==> src/verilog/msx_pkg.sv <==
package msx_pkg;

    typedef enum logic [2:0] {
        CART_TYP_ROM      = 3'd0,
        CART_TYP_SCC      = 3'd1,
        CART_TYP_SCC_PLUS = 3'd2,
        CART_TYP_FM_PAC   = 3'd3,
        CART_TYP_GM2      = 3'd4,
        CART_TYP_FDC      = 3'd5,
        CART_TYP_EMPTY    = 3'd6
    } cart_typ_t;

    typedef enum logic [5:0] {
        MAPPER_AUTO       = 6'd0,
        MAPPER_ASCII8     = 6'd1,
        MAPPER_ASCII16    = 6'd2,
        MAPPER_KONAMI     = 6'd3,
        MAPPER_KONAMI_SCC = 6'd4,
        MAPPER_KOEI       = 6'd5,
        MAPPER_LINEAR64   = 6'd6,
        MAPPER_R_TYPE     = 6'd7,
        MAPPER_WIZARDRY   = 6'd8,
        MAPPER_NO_UNKNOWN = 6'd63
    } mapper_typ_t;

    typedef enum logic {MSX1 = 1'b0, MSX2 = 1'b1} msx_typ_t;

    typedef enum logic [1:0] {
        VIDEO_AUTO     = 2'd0,
        VIDEO_PAL      = 2'd1,
        VIDEO_NTSC     = 2'd2,
        VIDEO_RESERVED = 2'd3
    } video_mode_t;

    typedef enum logic {CAS_AUDIO_FILE = 1'b0, CAS_AUDIO_ADC = 1'b1} cas_audio_src_t;

    typedef enum logic [1:0] {SIZE128 = 2'd0, SIZE64 = 2'd1, SIZE512 = 2'd2, SIZE256 = 2'd3} ram_size_t;

    // sram_size is a log2 code, 0 is none and 4 is 8 kB.
    typedef struct packed {
        cart_typ_t   typ;
        mapper_typ_t mapper;
        logic [2:0]  sram_size;
    } config_cart_t;

    typedef struct packed {
        msx_typ_t       typ;
        logic           scandoubler;
        video_mode_t    video_mode;
        cas_audio_src_t cas_audio_src;
        ram_size_t      ram_size;
        logic           border;
    } config_t;

endpackage

==> src/verilog/host_pkg.sv <==
package host_pkg;

    // status word fields.
    localparam int SLOT_A_LSB   = 17;
    localparam int SLOT_B_LSB   = 29;
    localparam int SRAM_A_LSB   = 26;
    localparam int MAPPER_A_LSB = 20;
    localparam int MAPPER_B_LSB = 32;
    localparam int RAM_SIZE_LSB = 15;
    localparam int VIDEO_LSB    = 12;
    localparam int CAS_SRC_BIT  = 8;
    localparam int EJECT_BIT    = 10;
    localparam int BORDER_BIT   = 38;
    localparam int SLOT_W       = 3;
    localparam int MAPPER_W     = 4;
    localparam int SRAM_W       = 3;

    // wishbone word addresses.
    localparam logic [1:0] REG_STATUS_LO = 2'd0;
    localparam logic [1:0] REG_STATUS_HI = 2'd1;
    localparam logic [1:0] REG_SUMMARY   = 2'd2;

    // summary word layout.
    localparam int SUM_SLOT_A_LSB    = 0;
    localparam int SUM_SLOT_B_LSB    = 3;
    localparam int SUM_SRAM_A_LSB    = 6;
    localparam int SUM_FDC_BIT       = 9;
    localparam int SUM_HIDE_LSB      = 10;
    localparam int SUM_RESET_REQ_BIT = 14;
    localparam int SUM_MACHINE_LSB   = 15;

endpackage

==> src/verilog/msx_cfg_if.sv <==
`timescale 1ns/1ps

interface msx_cfg_if import msx_pkg::*; ();

    config_cart_t cart_conf [2];
    config_t      machine_conf;
    logic         sram_a_select_hide;
    logic         sram_loadsave_hide;
    logic         rom_a_load_hide;
    logic         rom_b_load_hide;
    logic         fdc_enabled;
    logic         reset_request;

    modport decoder (
        output cart_conf, machine_conf,
        output sram_a_select_hide, sram_loadsave_hide,
        output rom_a_load_hide, rom_b_load_hide,
        output fdc_enabled, reset_request
    );

    modport host (
        input cart_conf, machine_conf,
        input sram_a_select_hide, sram_loadsave_hide,
        input rom_a_load_hide, rom_b_load_hide,
        input fdc_enabled, reset_request
    );

endinterface

==> src/verilog/host_status_regs.sv <==
`timescale 1ns/1ps

module host_status_regs import host_pkg::*; (
    input  logic        clk,
    input  logic        reset,
    input  logic        wb_cyc,
    input  logic        wb_stb,
    input  logic        wb_we,
    input  logic [1:0]  wb_adr,
    input  logic [31:0] wb_dat_w,
    output logic [31:0] wb_dat_r,
    output logic        wb_ack,
    output logic [63:0] status,
    msx_cfg_if.host     cfg
);

    logic [31:0] status_lo;
    logic [31:0] status_hi;
    logic [31:0] summary;
    logic        req;

    // a new cycle is taken only while ack is low, so ack lasts one cycle.
    assign req = wb_cyc && wb_stb && !wb_ack;

    assign status = {status_hi, status_lo};

    always_comb begin
        summary = '0;
        summary[SUM_SLOT_A_LSB +: 3] = cfg.cart_conf[0].typ;
        summary[SUM_SLOT_B_LSB +: 3] = cfg.cart_conf[1].typ;
        summary[SUM_SRAM_A_LSB +: 3] = cfg.cart_conf[0].sram_size;
        summary[SUM_FDC_BIT] = cfg.fdc_enabled;
        summary[SUM_HIDE_LSB] = cfg.sram_a_select_hide;
        summary[SUM_HIDE_LSB + 1] = cfg.sram_loadsave_hide;
        summary[SUM_HIDE_LSB + 2] = cfg.rom_a_load_hide;
        summary[SUM_HIDE_LSB + 3] = cfg.rom_b_load_hide;
        summary[SUM_RESET_REQ_BIT] = cfg.reset_request;
        summary[SUM_MACHINE_LSB +: 8] = cfg.machine_conf;
    end

    always_ff @(posedge clk) begin
        if (reset) begin
            wb_ack    <= 1'b0;
            status_lo <= '0;
            status_hi <= '0;
        end else begin
            wb_ack <= req;
            if (req && wb_we) begin
                case (wb_adr)
                    REG_STATUS_LO: begin
                        status_lo <= wb_dat_w;
                    end
                    REG_STATUS_HI: begin
                        status_hi <= wb_dat_w;
                    end
                    // summary and address 3 are read only.
                    default: begin
                    end
                endcase
            end
        end
    end

    // read data is captured with the request and held while ack is high.
    always_ff @(posedge clk) begin
        if (req) begin
            case (wb_adr)
                REG_STATUS_LO: begin
                    wb_dat_r <= status_lo;
                end
                REG_STATUS_HI: begin
                    wb_dat_r <= status_hi;
                end
                REG_SUMMARY: begin
                    wb_dat_r <= summary;
                end
                default: begin
                    wb_dat_r <= '0;
                end
            endcase
        end
    end

endmodule

==> src/verilog/msx_config.sv <==
`timescale 1ns/1ps

module msx_config import msx_pkg::*, host_pkg::*; (
    input  logic        clk,
    input  logic        core_reset,
    input  logic        msx_type,
    input  logic        scandoubler,
    input  logic [63:0] status,
    input  logic [5:0]  mapper_detected [2],
    input  logic [2:0]  sram_size_detected [2],
    input  logic [1:0]  sdram_size,
    msx_cfg_if.decoder  cfg,
    output logic [1:0]  cart_changed,
    output logic [1:0]  rom_eject
);

    logic [SLOT_W-1:0]   slot_a_sel;
    logic [SLOT_W-1:0]   slot_b_sel;
    logic [MAPPER_W-1:0] mapper_a_sel;
    logic [MAPPER_W-1:0] mapper_b_sel;
    logic [SRAM_W-1:0]   sram_a_sel;
    msx_typ_t            machine_typ;
    cart_typ_t           slot_a_typ;
    cart_typ_t           slot_b_typ;
    logic [2:0]          sram_a_size;
    logic [2:0]          sram_b_size;
    ram_size_t           ram_size;
    logic [18:0]         act_config;
    logic [18:0]         ref_config;
    logic [5:0]          act_cart_typ;
    logic [5:0]          last_cart_typ;

    function automatic mapper_typ_t decode_mapper(input logic [MAPPER_W-1:0] sel,
                                                  input logic [5:0] detected);
        // selections from 9 up mean no mapper.
        if (sel >= MAPPER_W'(9))
            return MAPPER_NO_UNKNOWN;
        else if (sel == '0)
            return mapper_typ_t'(detected);
        else
            return mapper_typ_t'({2'b00, sel});
    endfunction

    assign slot_a_sel   = status[SLOT_A_LSB +: SLOT_W];
    assign slot_b_sel   = status[SLOT_B_LSB +: SLOT_W];
    assign mapper_a_sel = status[MAPPER_A_LSB +: MAPPER_W];
    assign mapper_b_sel = status[MAPPER_B_LSB +: MAPPER_W];
    assign sram_a_sel   = status[SRAM_A_LSB +: SRAM_W];
    assign machine_typ  = msx_typ_t'(msx_type);

    always_comb begin
        if (slot_a_sel < 3'd5)
            slot_a_typ = cart_typ_t'(slot_a_sel);
        else if (slot_a_sel == 3'd5 && machine_typ == MSX1)
            slot_a_typ = CART_TYP_FDC;
        else
            slot_a_typ = CART_TYP_EMPTY;
    end

    assign slot_b_typ = slot_b_sel < 3'd4 ? cart_typ_t'(slot_b_sel) : CART_TYP_EMPTY;

    // sram selection is offered only for a ROM with a fixed mapper.
    assign cfg.sram_a_select_hide = slot_a_typ != CART_TYP_ROM || mapper_a_sel == '0;

    always_comb begin
        if (slot_a_typ == CART_TYP_FM_PAC || slot_a_typ == CART_TYP_GM2)
            sram_a_size = 3'd4;
        else if (sram_a_sel == 3'd7)
            sram_a_size = 3'd0;
        else if (cfg.sram_a_select_hide || sram_a_sel == 3'd0)
            sram_a_size = sram_size_detected[0];
        else if (sdram_size == 2'd0 && sram_a_sel > 3'd4)
            sram_a_size = 3'd4;
        else
            sram_a_size = sram_a_sel;
    end

    assign sram_b_size = slot_b_typ == CART_TYP_FM_PAC ? 3'd4 : 3'd0;

    assign cfg.cart_conf[0] = '{typ: slot_a_typ,
                                mapper: decode_mapper(mapper_a_sel, mapper_detected[0]),
                                sram_size: sram_a_size};
    assign cfg.cart_conf[1] = '{typ: slot_b_typ,
                                mapper: decode_mapper(mapper_b_sel, mapper_detected[1]),
                                sram_size: sram_b_size};

    // small sdram only holds 64 kB of RAM.
    assign ram_size = sdram_size == 2'd0 ? SIZE64 : ram_size_t'(status[RAM_SIZE_LSB +: 2]);

    assign cfg.machine_conf.typ           = machine_typ;
    assign cfg.machine_conf.scandoubler   = scandoubler;
    assign cfg.machine_conf.video_mode    = machine_typ == MSX1 ?
        (status[VIDEO_LSB] ? VIDEO_NTSC : VIDEO_PAL) : video_mode_t'(status[VIDEO_LSB + 1 +: 2]);
    assign cfg.machine_conf.cas_audio_src = cas_audio_src_t'(status[CAS_SRC_BIT]);
    assign cfg.machine_conf.ram_size      = ram_size;
    assign cfg.machine_conf.border        = status[BORDER_BIT];

    assign cfg.sram_loadsave_hide = sram_a_size == 3'd0 && sram_b_size == 3'd0;
    assign cfg.rom_a_load_hide    = slot_a_typ != CART_TYP_ROM;
    assign cfg.rom_b_load_hide    = slot_b_typ != CART_TYP_ROM;
    assign cfg.fdc_enabled        = machine_typ == MSX2 || slot_a_typ == CART_TYP_FDC;

    assign act_config   = {slot_b_typ, slot_a_typ, mapper_a_sel, mapper_b_sel, sram_a_sel, ram_size};
    assign act_cart_typ = {slot_b_typ, slot_a_typ};

    // the reference follows the live fields for as long as the core is held in reset.
    always_ff @(posedge clk) begin
        if (core_reset)
            ref_config <= act_config;
        last_cart_typ <= act_cart_typ;
    end

    assign cfg.reset_request = ref_config != act_config;

    assign cart_changed[0] = last_cart_typ[2:0] != act_cart_typ[2:0];
    assign cart_changed[1] = last_cart_typ[5:3] != act_cart_typ[5:3];

    assign rom_eject[0] = slot_a_typ == CART_TYP_ROM && status[EJECT_BIT];
    assign rom_eject[1] = slot_b_typ == CART_TYP_ROM && status[EJECT_BIT];

endmodule

==> src/verilog/reset_sequencer.sv <==
`timescale 1ns/1ps

module reset_sequencer #(
    parameter int RESET_CYCLES = 4
) (
    input  logic clk,
    input  logic reset,
    input  logic reset_request,
    output logic core_reset
);

    localparam int CNT_W = RESET_CYCLES > 1 ? $clog2(RESET_CYCLES) : 1;
    localparam logic [CNT_W-1:0] LOAD = CNT_W'(RESET_CYCLES - 1);

    // cycles left in the pulse after the current one.
    logic [CNT_W-1:0] count;

    always_ff @(posedge clk) begin
        if (reset) begin
            core_reset <= 1'b1;
            count      <= LOAD;
        end else if (core_reset) begin
            // a request during the pulse is not remembered.
            if (count == '0)
                core_reset <= 1'b0;
            else
                count <= count - 1'b1;
        end else if (reset_request) begin
            core_reset <= 1'b1;
            count      <= LOAD;
        end
    end

endmodule

==> src/verilog/msx_config_top.sv <==
`timescale 1ns/1ps

module msx_config_top import msx_pkg::*; #(
    parameter int RESET_CYCLES = 4
) (
    input  logic         clk,
    input  logic         reset,
    input  logic         wb_cyc,
    input  logic         wb_stb,
    input  logic         wb_we,
    input  logic [1:0]   wb_adr,
    input  logic [31:0]  wb_dat_w,
    output logic [31:0]  wb_dat_r,
    output logic         wb_ack,
    input  logic         msx_type,
    input  logic         scandoubler,
    input  logic [5:0]   mapper_detected [2],
    input  logic [2:0]   sram_size_detected [2],
    input  logic [1:0]   sdram_size,
    output config_cart_t cart_conf [2],
    output config_t      machine_conf,
    output logic         fdc_enabled,
    output logic         sram_a_select_hide,
    output logic         sram_loadsave_hide,
    output logic         rom_a_load_hide,
    output logic         rom_b_load_hide,
    output logic         core_reset,
    output logic [1:0]   cart_changed,
    output logic [1:0]   rom_eject
);

    logic [63:0] status;

    msx_cfg_if cfg_bus ();

    host_status_regs u_regs (
        .clk      (clk),
        .reset    (reset),
        .wb_cyc   (wb_cyc),
        .wb_stb   (wb_stb),
        .wb_we    (wb_we),
        .wb_adr   (wb_adr),
        .wb_dat_w (wb_dat_w),
        .wb_dat_r (wb_dat_r),
        .wb_ack   (wb_ack),
        .status   (status),
        .cfg      (cfg_bus.host)
    );

    msx_config u_config (
        .clk                (clk),
        .core_reset         (core_reset),
        .msx_type           (msx_type),
        .scandoubler        (scandoubler),
        .status             (status),
        .mapper_detected    (mapper_detected),
        .sram_size_detected (sram_size_detected),
        .sdram_size         (sdram_size),
        .cfg                (cfg_bus.decoder),
        .cart_changed       (cart_changed),
        .rom_eject          (rom_eject)
    );

    reset_sequencer #(
        .RESET_CYCLES (RESET_CYCLES)
    ) u_reset_seq (
        .clk           (clk),
        .reset         (reset),
        .reset_request (cfg_bus.reset_request),
        .core_reset    (core_reset)
    );

    assign cart_conf          = cfg_bus.cart_conf;
    assign machine_conf       = cfg_bus.machine_conf;
    assign fdc_enabled        = cfg_bus.fdc_enabled;
    assign sram_a_select_hide = cfg_bus.sram_a_select_hide;
    assign sram_loadsave_hide = cfg_bus.sram_loadsave_hide;
    assign rom_a_load_hide    = cfg_bus.rom_a_load_hide;
    assign rom_b_load_hide    = cfg_bus.rom_b_load_hide;

endmodule

==> config.mk <==
export PLATFORM = sky130hd
export DESIGN_NAME = msx_config_top
export DESIGN_NICKNAME = d
export VERILOG_FILES = /design/src/verilog/msx_pkg.sv /design/src/verilog/host_pkg.sv /design/src/verilog/msx_cfg_if.sv /design/src/verilog/host_status_regs.sv /design/src/verilog/msx_config.sv /design/src/verilog/reset_sequencer.sv /design/src/verilog/msx_config_top.sv
export SDC_FILE = /design/constraint.sdc
export NUM_CORES = 1
export LEC_CHECK = 0
export ABC_CLOCK_PERIOD_IN_PS = 3600
export BUFFER_PORTS_ARGS = -buffer_cell sky130_fd_sc_hd__buf_4
export CAP_MARGIN = 20
export CORE_UTILIZATION = 50
export CTS_CLUSTER_SIZE = 14
export DETAILED_ROUTE_END_ITERATION = 12
export PLACE_DENSITY_LB_ADDON = 0.08
export REMOVE_ABC_BUFFERS = 1
export SYNTH_ARGS = -nofsm -noshare
export SYNTH_HDL_FRONTEND = slang
export SYNTH_SLANG_ARGS = --single-unit
export TNS_END_PERCENT = 30
==> constraint.sdc <==
create_clock -name clk -period 3.6 [get_ports clk]
set_input_delay 0.54 -clock clk [delete_from_list [all_inputs] [get_ports clk]]
set_output_delay 0.54 -clock clk [all_outputs]
set_load 0.02 [all_outputs]
==> flow_summary.ini, run 1 <==
[sta]
rsz0062_at_grt = false
setup_viol = 0
tightest_slew_ns = 0.736
tns_ns = 0
max_freq_ghz = 0.340
slew_viol_final = 0
setup_ws_ns = 0.658
finalCriticalPeriod_ns = 2.94
slew_headroom_pct = 51.0
final_hold_viol_count = 0
timing.final.crit_share_pct = 81.7
fin_worst_skew_ns = 0.00817

[floorplanning]
initial_core_util_pct = 51.8
rows = 38
die_h_um = 108
pin_count = 136
dieArea_um2 = 11800
fp.dieW_um = 108
core-area_um2 = 10900

[logic_synthesis]
synth.cell_area_um2 = 5670
synth_top_area_share_pct = 27.0
synth_edf_count = 51
synthArstFlopShare_pct = 0
synth_cells = 621
yosysUniqueCellTypes = 56
ys_warn_count = 0
synth_seq_cells = 125
ys_dominant_reg_cell = dfxtp_1
yosys.area.top_type = edfxtp_1
yosys-top-cells-area = edfxtp_1, dfxtp_1, nand2_1
ys_seq_area_share_pct = 53.2
postSynthAreaPerCell_um2 = 9.13

[route]
wl_per_cell_um = 16.9
firstDrtPassIters = 5
vias = 4835
drt_first_iter_violations = 288
final_antenna_net_count = 0
routed_via_density = 5.51
wl_mm = 14.8
drc_errors = 0

[clock_tree]
clock_path_buffers = 2
clk_latency_ns = 0.41
postCtsSetupBuffers = 0
htreeDepth = 4
root_buffer = clkbuf_16
cts.clk_slew.worst_paths_ns = 0.06
numCtsBuffers = 17
cts_tree = built
cts_hold_buf = 0
ctsResizeCount = 0
clock_sinks = 125

[critical_path]
crit_chain = nor3_4 > inv_2 > nor4b_1 > o41a_1 > o311a_2 > buf_4
crit_slowest_cell = dfxtp_1
path_class = reg -> out
reg2reg_to = u_regs.wb_dat_r[14]$_DFFE_PP_
cp-start-kind = flop
crit_buf_inv = 2
r2r-start = u_regs.status_lo[31]$_SDFFE_PP0P_
cp.required_ns = 3.06
critical-path-top-delay-family = simple AND/OR/NAND/NOR gates
end_kind = output pin
crit_path_max_incr_delay_ns = 0.54
r2r_cells = 5
cp_max_fo = 17
crit_arrival_ns = 2.40
reg2reg_slack_ns = 1.24

[place]
port_buffers = 130
preCtsSetupSlack_ns = 1.09
place_congestion = 0.817
hpwlAfterDp_mm = 9.44

[layout]
insertedDiodeCount = 0
nFillCells = 919
fin_nets = 786
final_cell_mix = nand2_1, buf_4, dfxtp_1
area.growth.synth_to_final_pct = 28.4
layout.cells.most_common = nand2_1
ff_latch_area_um2 = 3010
multiInputGateArea_um2 = 2360
drive_gt1_share_pct = 26.1

[worst_hold_path]
hp-start = wb_dat_w[24]
holdPathEnd = u_regs.status_lo[24]$_SDFFE_PP0P_
worstHoldPathCells = 3
hold_class = in -> reg

[pwr]
ir_drop_mv = 0.407
p_per_area_nw_per_um2 = 515
p_leak_nw = 3.04

[run_status]
status = complete, no violations

[grt]
grt_pass1_vias = 4518
grt_pass1_wl_mm = 22.7
grt-ovfl-total = 0
track_usage_pct = 25.6
grt_max_degree = 69
antenna_found_initial = 0

[run]
max_cap_violations = 0
stage by stage:
step	cells	util, %	power [mW]	hold slack [ns]	instance area [µm²]
finish	877	66.5	3.75	0.383	7280
global route	877	66.5	3.87	0.382	7280
CTS	877	66.5	3.77	0.376	7280
detailed placement	845	60.7	1.95	0.443	6640
global placement	845	60.7	1.94	0.441	6640
floorplan	565	-	1.76	0.427	5410
per-layer routing:
layer  track usage (%)  part of all wire, %  vias up
li1                  -                    -     2338
met1              32.6                   44     2334
met2              42.9                   50      145
met3              5.12                  5.3       18
met4              9.36                  1.2        0
met5                 0                    0        -
synthesized netlist by cell type (3+ instances only):
| library cell | number |
|---|---|
| nor2_1 | 18 |
| buf_4 | 7 |
| a21oi_1 | 72 |
| o31ai_1 | 5 |
| dfxtp_1 | 74 |
| nand3_1 | 4 |
| and2_1 | 4 |
| nand2b_1 | 3 |
| a22o_1 | 3 |
| edfxtp_1 | 51 |
| nand2_1 | 169 |
| buf_2 | 9 |
| nand3b_1 | 6 |
| xor2_1 | 16 |
| o21ai_0 | 35 |
| inv_1 | 11 |
| nor4_1 | 7 |
| o21bai_1 | 5 |
| nand4_1 | 3 |
| xnor2_1 | 4 |
| mux2i_1 | 25 |
| or4b_2 | 7 |
| clkbuf_1 | 37 |
| nor3_1 | 4 |
cells by family after synthesis:
| family | share of synthesized area [%] |
|---|---|
| multiplexers | 4.61 |
| flip-flops | 53.2 |
| other | 0.0662 |
| adder cells (fa/ha/maj) | 0.221 |
| buffers and inverters | 5.50 |
| XOR/XNOR | 3.09 |
| AND/OR/NAND/NOR | 19.8 |
| AO/OA/AOI/OAI | 13.6 |
worst register-to-register path: cells and delay by family (launching register included):
kind                      cells  cell delay (ns)
AOI/OAI and AO/OA             1             0.11
xor gates and xnor gates      1             0.12
DFF                           1             0.44
and+or+nand+nor               3             1.41
worst max-delay path by stage:
stage | from | end | slack, ns | cells past startpoint
6_report | u_regs.status_lo[19]$_SDFFE_PP0P_ | sram_loadsave_hide | 0.66 | 6
2_1_floorplan | wb_stb | u_regs.status_lo[19]$_SDFFE_PP0P_ | 0.04 | 5
3_5_place_dp | u_regs.status_lo[19]$_SDFFE_PP0P_ | sram_loadsave_hide | 1.09 | 6
3_3_place_gp | u_regs.status_lo[19]$_SDFFE_PP0P_ | sram_loadsave_hide | 1.13 | 5
4_1_cts | u_regs.status_lo[19]$_SDFFE_PP0P_ | sram_loadsave_hide | 0.65 | 6
5_1_grt | u_regs.status_lo[19]$_SDFFE_PP0P_ | sram_loadsave_hide | 0.54 | 6
final cells by class:
class	instances	area share, %
flip-flops and latches	125	41.4
repair buffers	140	14.4
multi-input cells	428	32.4
clock buffers	17	5.85
well taps	140	2.41
inverters	12	0.619
clock inverters	15	2.91
state kept, by name, indices dropped and copies added (netlist names):
| signal | count |
|---|---|
| u_regs.status_hi | 32 |
| u_regs.status_lo | 32 |
| u_regs.wb_dat_r | 32 |
| u_config.ref_config | 19 |
| u_config.last_cart_typ | 6 |
| u_reset_seq.count | 2 |
| u_regs.wb_ack | 1 |
| u_reset_seq.core_reset | 1 |
report_power, final:
| part | internal [mW] | leakage, nW | switching (mW) |
|---|---|---|---|
| Combinational | 0.156 | 1.60 | 0.210 |
| Clock | 1.17 | 0.311 | 0.655 |
| Sequential | 1.53 | 1.13 | 0.0310 |
| Total | 2.86 | 3.04 | 0.896 |
(Power assumes the default switching activity.)
==> run 2: changes to the inputs <==
Settings changed: ABC_CLOCK_PERIOD_IN_PS 3600 to 2700, CORE_UTILIZATION 50 to 48.
Clock period 3.6 ns to 2.7 ns, I/O delays scaled along.
==> flow_summary.ini, run 2 (same netlist as run 1, synthesis figures left out) <==
[run_status]
status = complete, no violations

[route]
wl_mm = 14.8
wl_per_cell_um = 16.7
drc_errors = 0
routed_via_density = 5.44
drt_first_iter_violations = 291
vias = 4824
final_antenna_net_count = 0
firstDrtPassIters = 5

[pwr]
p_per_area_nw_per_um2 = 650
swShare_pct = 24.1
p_int_mw = 3.58
p_seq_share_pct = 44.0
p_total_mw = 4.72
switchingPower_mw = 1.14
combPwrFrac_pct = 10.5
ir_drop_mv = 0.546
p_leak_nw = 3.05
power.share.clock_pct = 45.5

[sta]
hold_ws_ns = 0.248
slew_viol_final = 0
max_freq_ghz = 0.381
timing.final.crit_share_pct = 97.1
setup_viol = 0
slew_headroom_pct = 50.2
final_hold_viol_count = 0
tightest_slew_ns = 0.748
fin_worst_skew_ns = 0.00689
rsz0062_at_grt = false
tns_ns = 0
finalCriticalPeriod_ns = 2.62
setup_ws_ns = 0.0783

[place]
place_area_um2 = 6670
hpwlAfterDp_mm = 9.39
place_congestion = 0.847
post-place-cells = 851
port_buffers = 130
preCtsSetupSlack_ns = 0.403

[grt]
grt_use_met3_pct = 5.74
busiest_layer = met2
grt_pass1_vias = 4512
antenna_found_initial = 0
track_usage_pct = 24.3
grtUsageMet2_pct = 40.5
grt_pass1_wl_mm = 23.2
grt_max_degree = 69
grt_use_met1_pct = 31.1
grt-ovfl-total = 0

[layout]
design_area_um2 = 7270
fin_nets = 793
finalNonFillerCells = 887
layout.cells.most_common = nand2_1
reg_top3 = u_regs.status_hi x32, u_regs.status_lo x32, u_regs.wb_dat_r x32
final_cell_mix = nand2_1, buf_4, a21oi_1, dfxtp_1, edfxtp_1
post-route-util_pct = 63.4
drive_gt1_share_pct = 26.9
area.growth.synth_to_final_pct = 28.2
insertedDiodeCount = 0

[floorplanning]
core-area_um2 = 11500
rows = 39
initial_core_util_pct = 49.4
fp.dieW_um = 111
dieArea_um2 = 12200
pin_count = 136
die_h_um = 111

[critical_path]
cp-start-kind = flop
crit_arrival_ns = 2.22
cp.required_ns = 2.30
r2r-start = u_regs.status_lo[21]$_SDFFE_PP0P_
cp_max_fo = 12
path_class = reg -> out
end_kind = output pin
startpoint = u_regs.status_lo[21]$_SDFFE_PP0P_

[clock_tree]
numCtsBuffers = 17
htreeDepth = 4
root_buffer = clkbuf_16
clk_latency_ns = 0.41
clock_path_buffers = 2
cts_tree = built
cts.clk_slew.worst_paths_ns = 0.06
clock_sinks = 125

[run]
max_cap_violations = 0

[worst_hold_path]
hold_class = in -> reg
hp-start = wb_dat_w[19]
[run 2: what timing repair did]
item / 4_1_cts / 5_1_grt
resized for setup: 0 / 3
pin swaps: 1 / 2
gates cloned: 0 / 0
setup buffers: 0 / 4
setup endpoints to repair: 1 / 1
hold endpoints to repair: 0 / 0
hold buffers: 0 / 0
[run 2: cell type report]
| cell class | instances | area, µm² |
|---|---|---|
| timing repair buffer | 147 | 1100 |
| fill | 987 | 4200 |
| sequential | 125 | 3020 |
| clock inverter | 11 | 90.1 |
| tap | 143 | 179 |
| inverter | 12 | 45.0 |
| clock buffer | 21 | 472 |
| multi-input combinational | 428 | 2360 |
[run 2: metal layers]
layer	vias to the layer above	wire length, µm
met5	-	0
met4	0	150
met3	12	1000
met2	170	7390
met1	2302	6250
li1	2340	-
[run 2: power groups by stage]
stage | combinational [mW] | clock (mW) | sequential (mW)
CTS | 0.493 | 2.18 | 2.08
finish | 0.495 | 2.15 | 2.08
floorplan | 0.206 | 0 | 2.14
global placement | 0.480 | 0 | 2.11
global route | 0.534 | 2.27 | 2.08
detailed placement | 0.491 | 0 | 2.12
[run 2: path summary, 6_finish.rpt]
kind	slack, ns	cells past startpoint	to
hold reg to reg	0.45	2	u_regs.status_hi[19]$_SDFFE_PP0P_
setup reg to reg	0.59	5	u_regs.wb_dat_r[11]$_DFFE_PP_
hold / removal	0.25	3	u_regs.status_lo[19]$_SDFFE_PP0P_
setup / recovery	0.08	5	sram_loadsave_hide
[run 2: worst max-delay path: stages (launching register included)]
cell	delay (ns)
dfxtp_1	0.43
or4_4	0.61
nand2_1	0.14
nor2_1	0.06
o311a_2	0.41
buf_4	0.17
==> run 3: changes to the inputs <==
Settings changed: CORE_UTILIZATION 48 to 50, CTS_BUF_LIST set to sky130_fd_sc_hd__clkbuf_4.
==> flow_summary.ini, run 3 (same netlist as run 1, synthesis figures left out) <==
[run_status]
status = complete, no violations

[route]
final_antenna_net_count = 0
routed_via_density = 5.49
wl_mm = 14.8
vias = 4882
drt_first_iter_violations = 221
firstDrtPassIters = 5
drc_errors = 0
wl_per_cell_um = 16.6

[sta]
tns_ns = 0
final_hold_viol_count = 0
rsz0062_at_grt = true
finalCriticalPeriod_ns = 2.62
max_freq_ghz = 0.381
fin_worst_skew_ns = 0.0231
setup_viol = 0
slew_viol_final = 0
slew_headroom_pct = 49.4
timing.final.crit_share_pct = 97.1
tightest_slew_ns = 0.760
hold_ws_ns = 0.138

[layout]
area.growth.synth_to_final_pct = 25.3
design_area_um2 = 7100
final_cell_mix = nand2_1, buf_4, a21oi_1
fin_nets = 799
reg_top3 = u_regs.status_hi x32, u_regs.status_lo x32, u_regs.wb_dat_r x32
finalNonFillerCells = 890
layout.cells.most_common = nand2_1
insertedDiodeCount = 0
drive_gt1_share_pct = 28.4

[floorplanning]
fp.dieW_um = 108
core-area_um2 = 10900
rows = 38
pin_count = 136
dieArea_um2 = 11800
initial_core_util_pct = 51.8
die_h_um = 108

[pwr]
p_leak_nw = 2.98
p_per_area_nw_per_um2 = 570
ir_drop_mv = 0.346

[clock_tree]
clk_latency_ns = 0.51
root_buffer = clkbuf_4
clock_path_buffers = 2
htreeDepth = 4
cts_hold_buf = 0
clock_sinks = 125
numCtsBuffers = 17
cts_tree = built
cts.clk_slew.worst_paths_ns = 0.12

[grt]
grt_pass1_wl_mm = 23.4
antenna_found_initial = 0
grt-ovfl-total = 0
grt_pass1_vias = 4746
grt_max_degree = 69
track_usage_pct = 26.2

[place]
port_buffers = 130
place_congestion = 0.840
hpwlAfterDp_mm = 9.56
place_area_um2 = 6660
post-place-cells = 848

[worst_hold_path]
holdPathEnd = u_regs.status_lo[23]$_SDFFE_PP0P_
worstHoldPathCells = 3
hp-start = wb_dat_w[23]
hold_class = in -> reg

[critical_path]
reg2reg_slack_ns = 0.41
cp-start-kind = flop
r2r_cells = 5
cp_max_fo = 8
r2r-start = u_regs.status_lo[29]$_SDFFE_PP0P_
path_class = reg -> out
reg2reg_to = u_regs.wb_dat_r[14]$_DFFE_PP_
cp.required_ns = 2.30
end_kind = output pin
crit_arrival_ns = 2.22

[run]
max_cap_violations = 0
run 3: how the worst max path moves through the flow:
stage	start	to	slack, ns	cells after the start
floorplan	u_regs.wb_ack$_SDFF_PP0_	u_regs.status_lo[19]$_SDFFE_PP0P_	-0.75	5
global placement	u_regs.status_lo[29]$_SDFFE_PP0P_	u_regs.wb_dat_r[14]$_DFFE_PP_	0.47	5
detailed placement	u_regs.status_lo[17]$_SDFFE_PP0P_	sram_loadsave_hide	0.43	6
CTS	u_regs.status_lo[17]$_SDFFE_PP0P_	sram_loadsave_hide	0.009	5
global route	u_regs.status_lo[21]$_SDFFE_PP0P_	sram_loadsave_hide	-0.02	5
finish	u_regs.status_lo[21]$_SDFFE_PP0P_	sram_loadsave_hide	0.08	5
run 3: layout make-up:
class / count / area [µm²]
tap: 140 / 175
fill: 955 / 3840
sequential: 125 / 3030
clock inverter: 12 / 188
inverter: 12 / 45.0
timing repair buffer: 153 / 1150
clock buffer: 20 / 150
multi-input combinational: 428 / 2360
run 3: where the power goes:
group	switching, mW	internal [mW]
combinational	0.280	0.213
clock	0.709	0.776
sequential	0.0402	2.03
run 3: per-layer routing:
layer,share of wire (%),up-vias,track usage [%]
li1,-,2354,-
met2,49,169,44.4
met5,0,-,0
met1,43,2341,33.3
met3,6.5,18,5.24
met4,1.3,0,9.17
run 3: what timing repair did:
item / 4_1_cts / 5_1_grt
gates resized for setup: 6 / 6
pin swaps: 2 / 1
endpoints found under the setup margin: 2 / 1
buffers inserted: 6 / 4
run 3: stage by stage:
step                      total power, mW  setup slack [ns]  util, %
final                                4.05            0.0788     64.9
after global routing                 4.21           -0.0210     64.9
after CTS                            4.07           0.00950     64.5
after detailed placement             2.60             0.435     60.9
after global placement               2.59             0.469     60.9
after floorplan                      2.35            -0.751        -
run 3: worst max-delay path, cell delays in order (launching register included):
cell	delay, ns
dfxtp_4	0.40
or4_4	0.57
nand2_4	0.10
nor2_1	0.05
o311a_2	0.41
buf_4	0.17
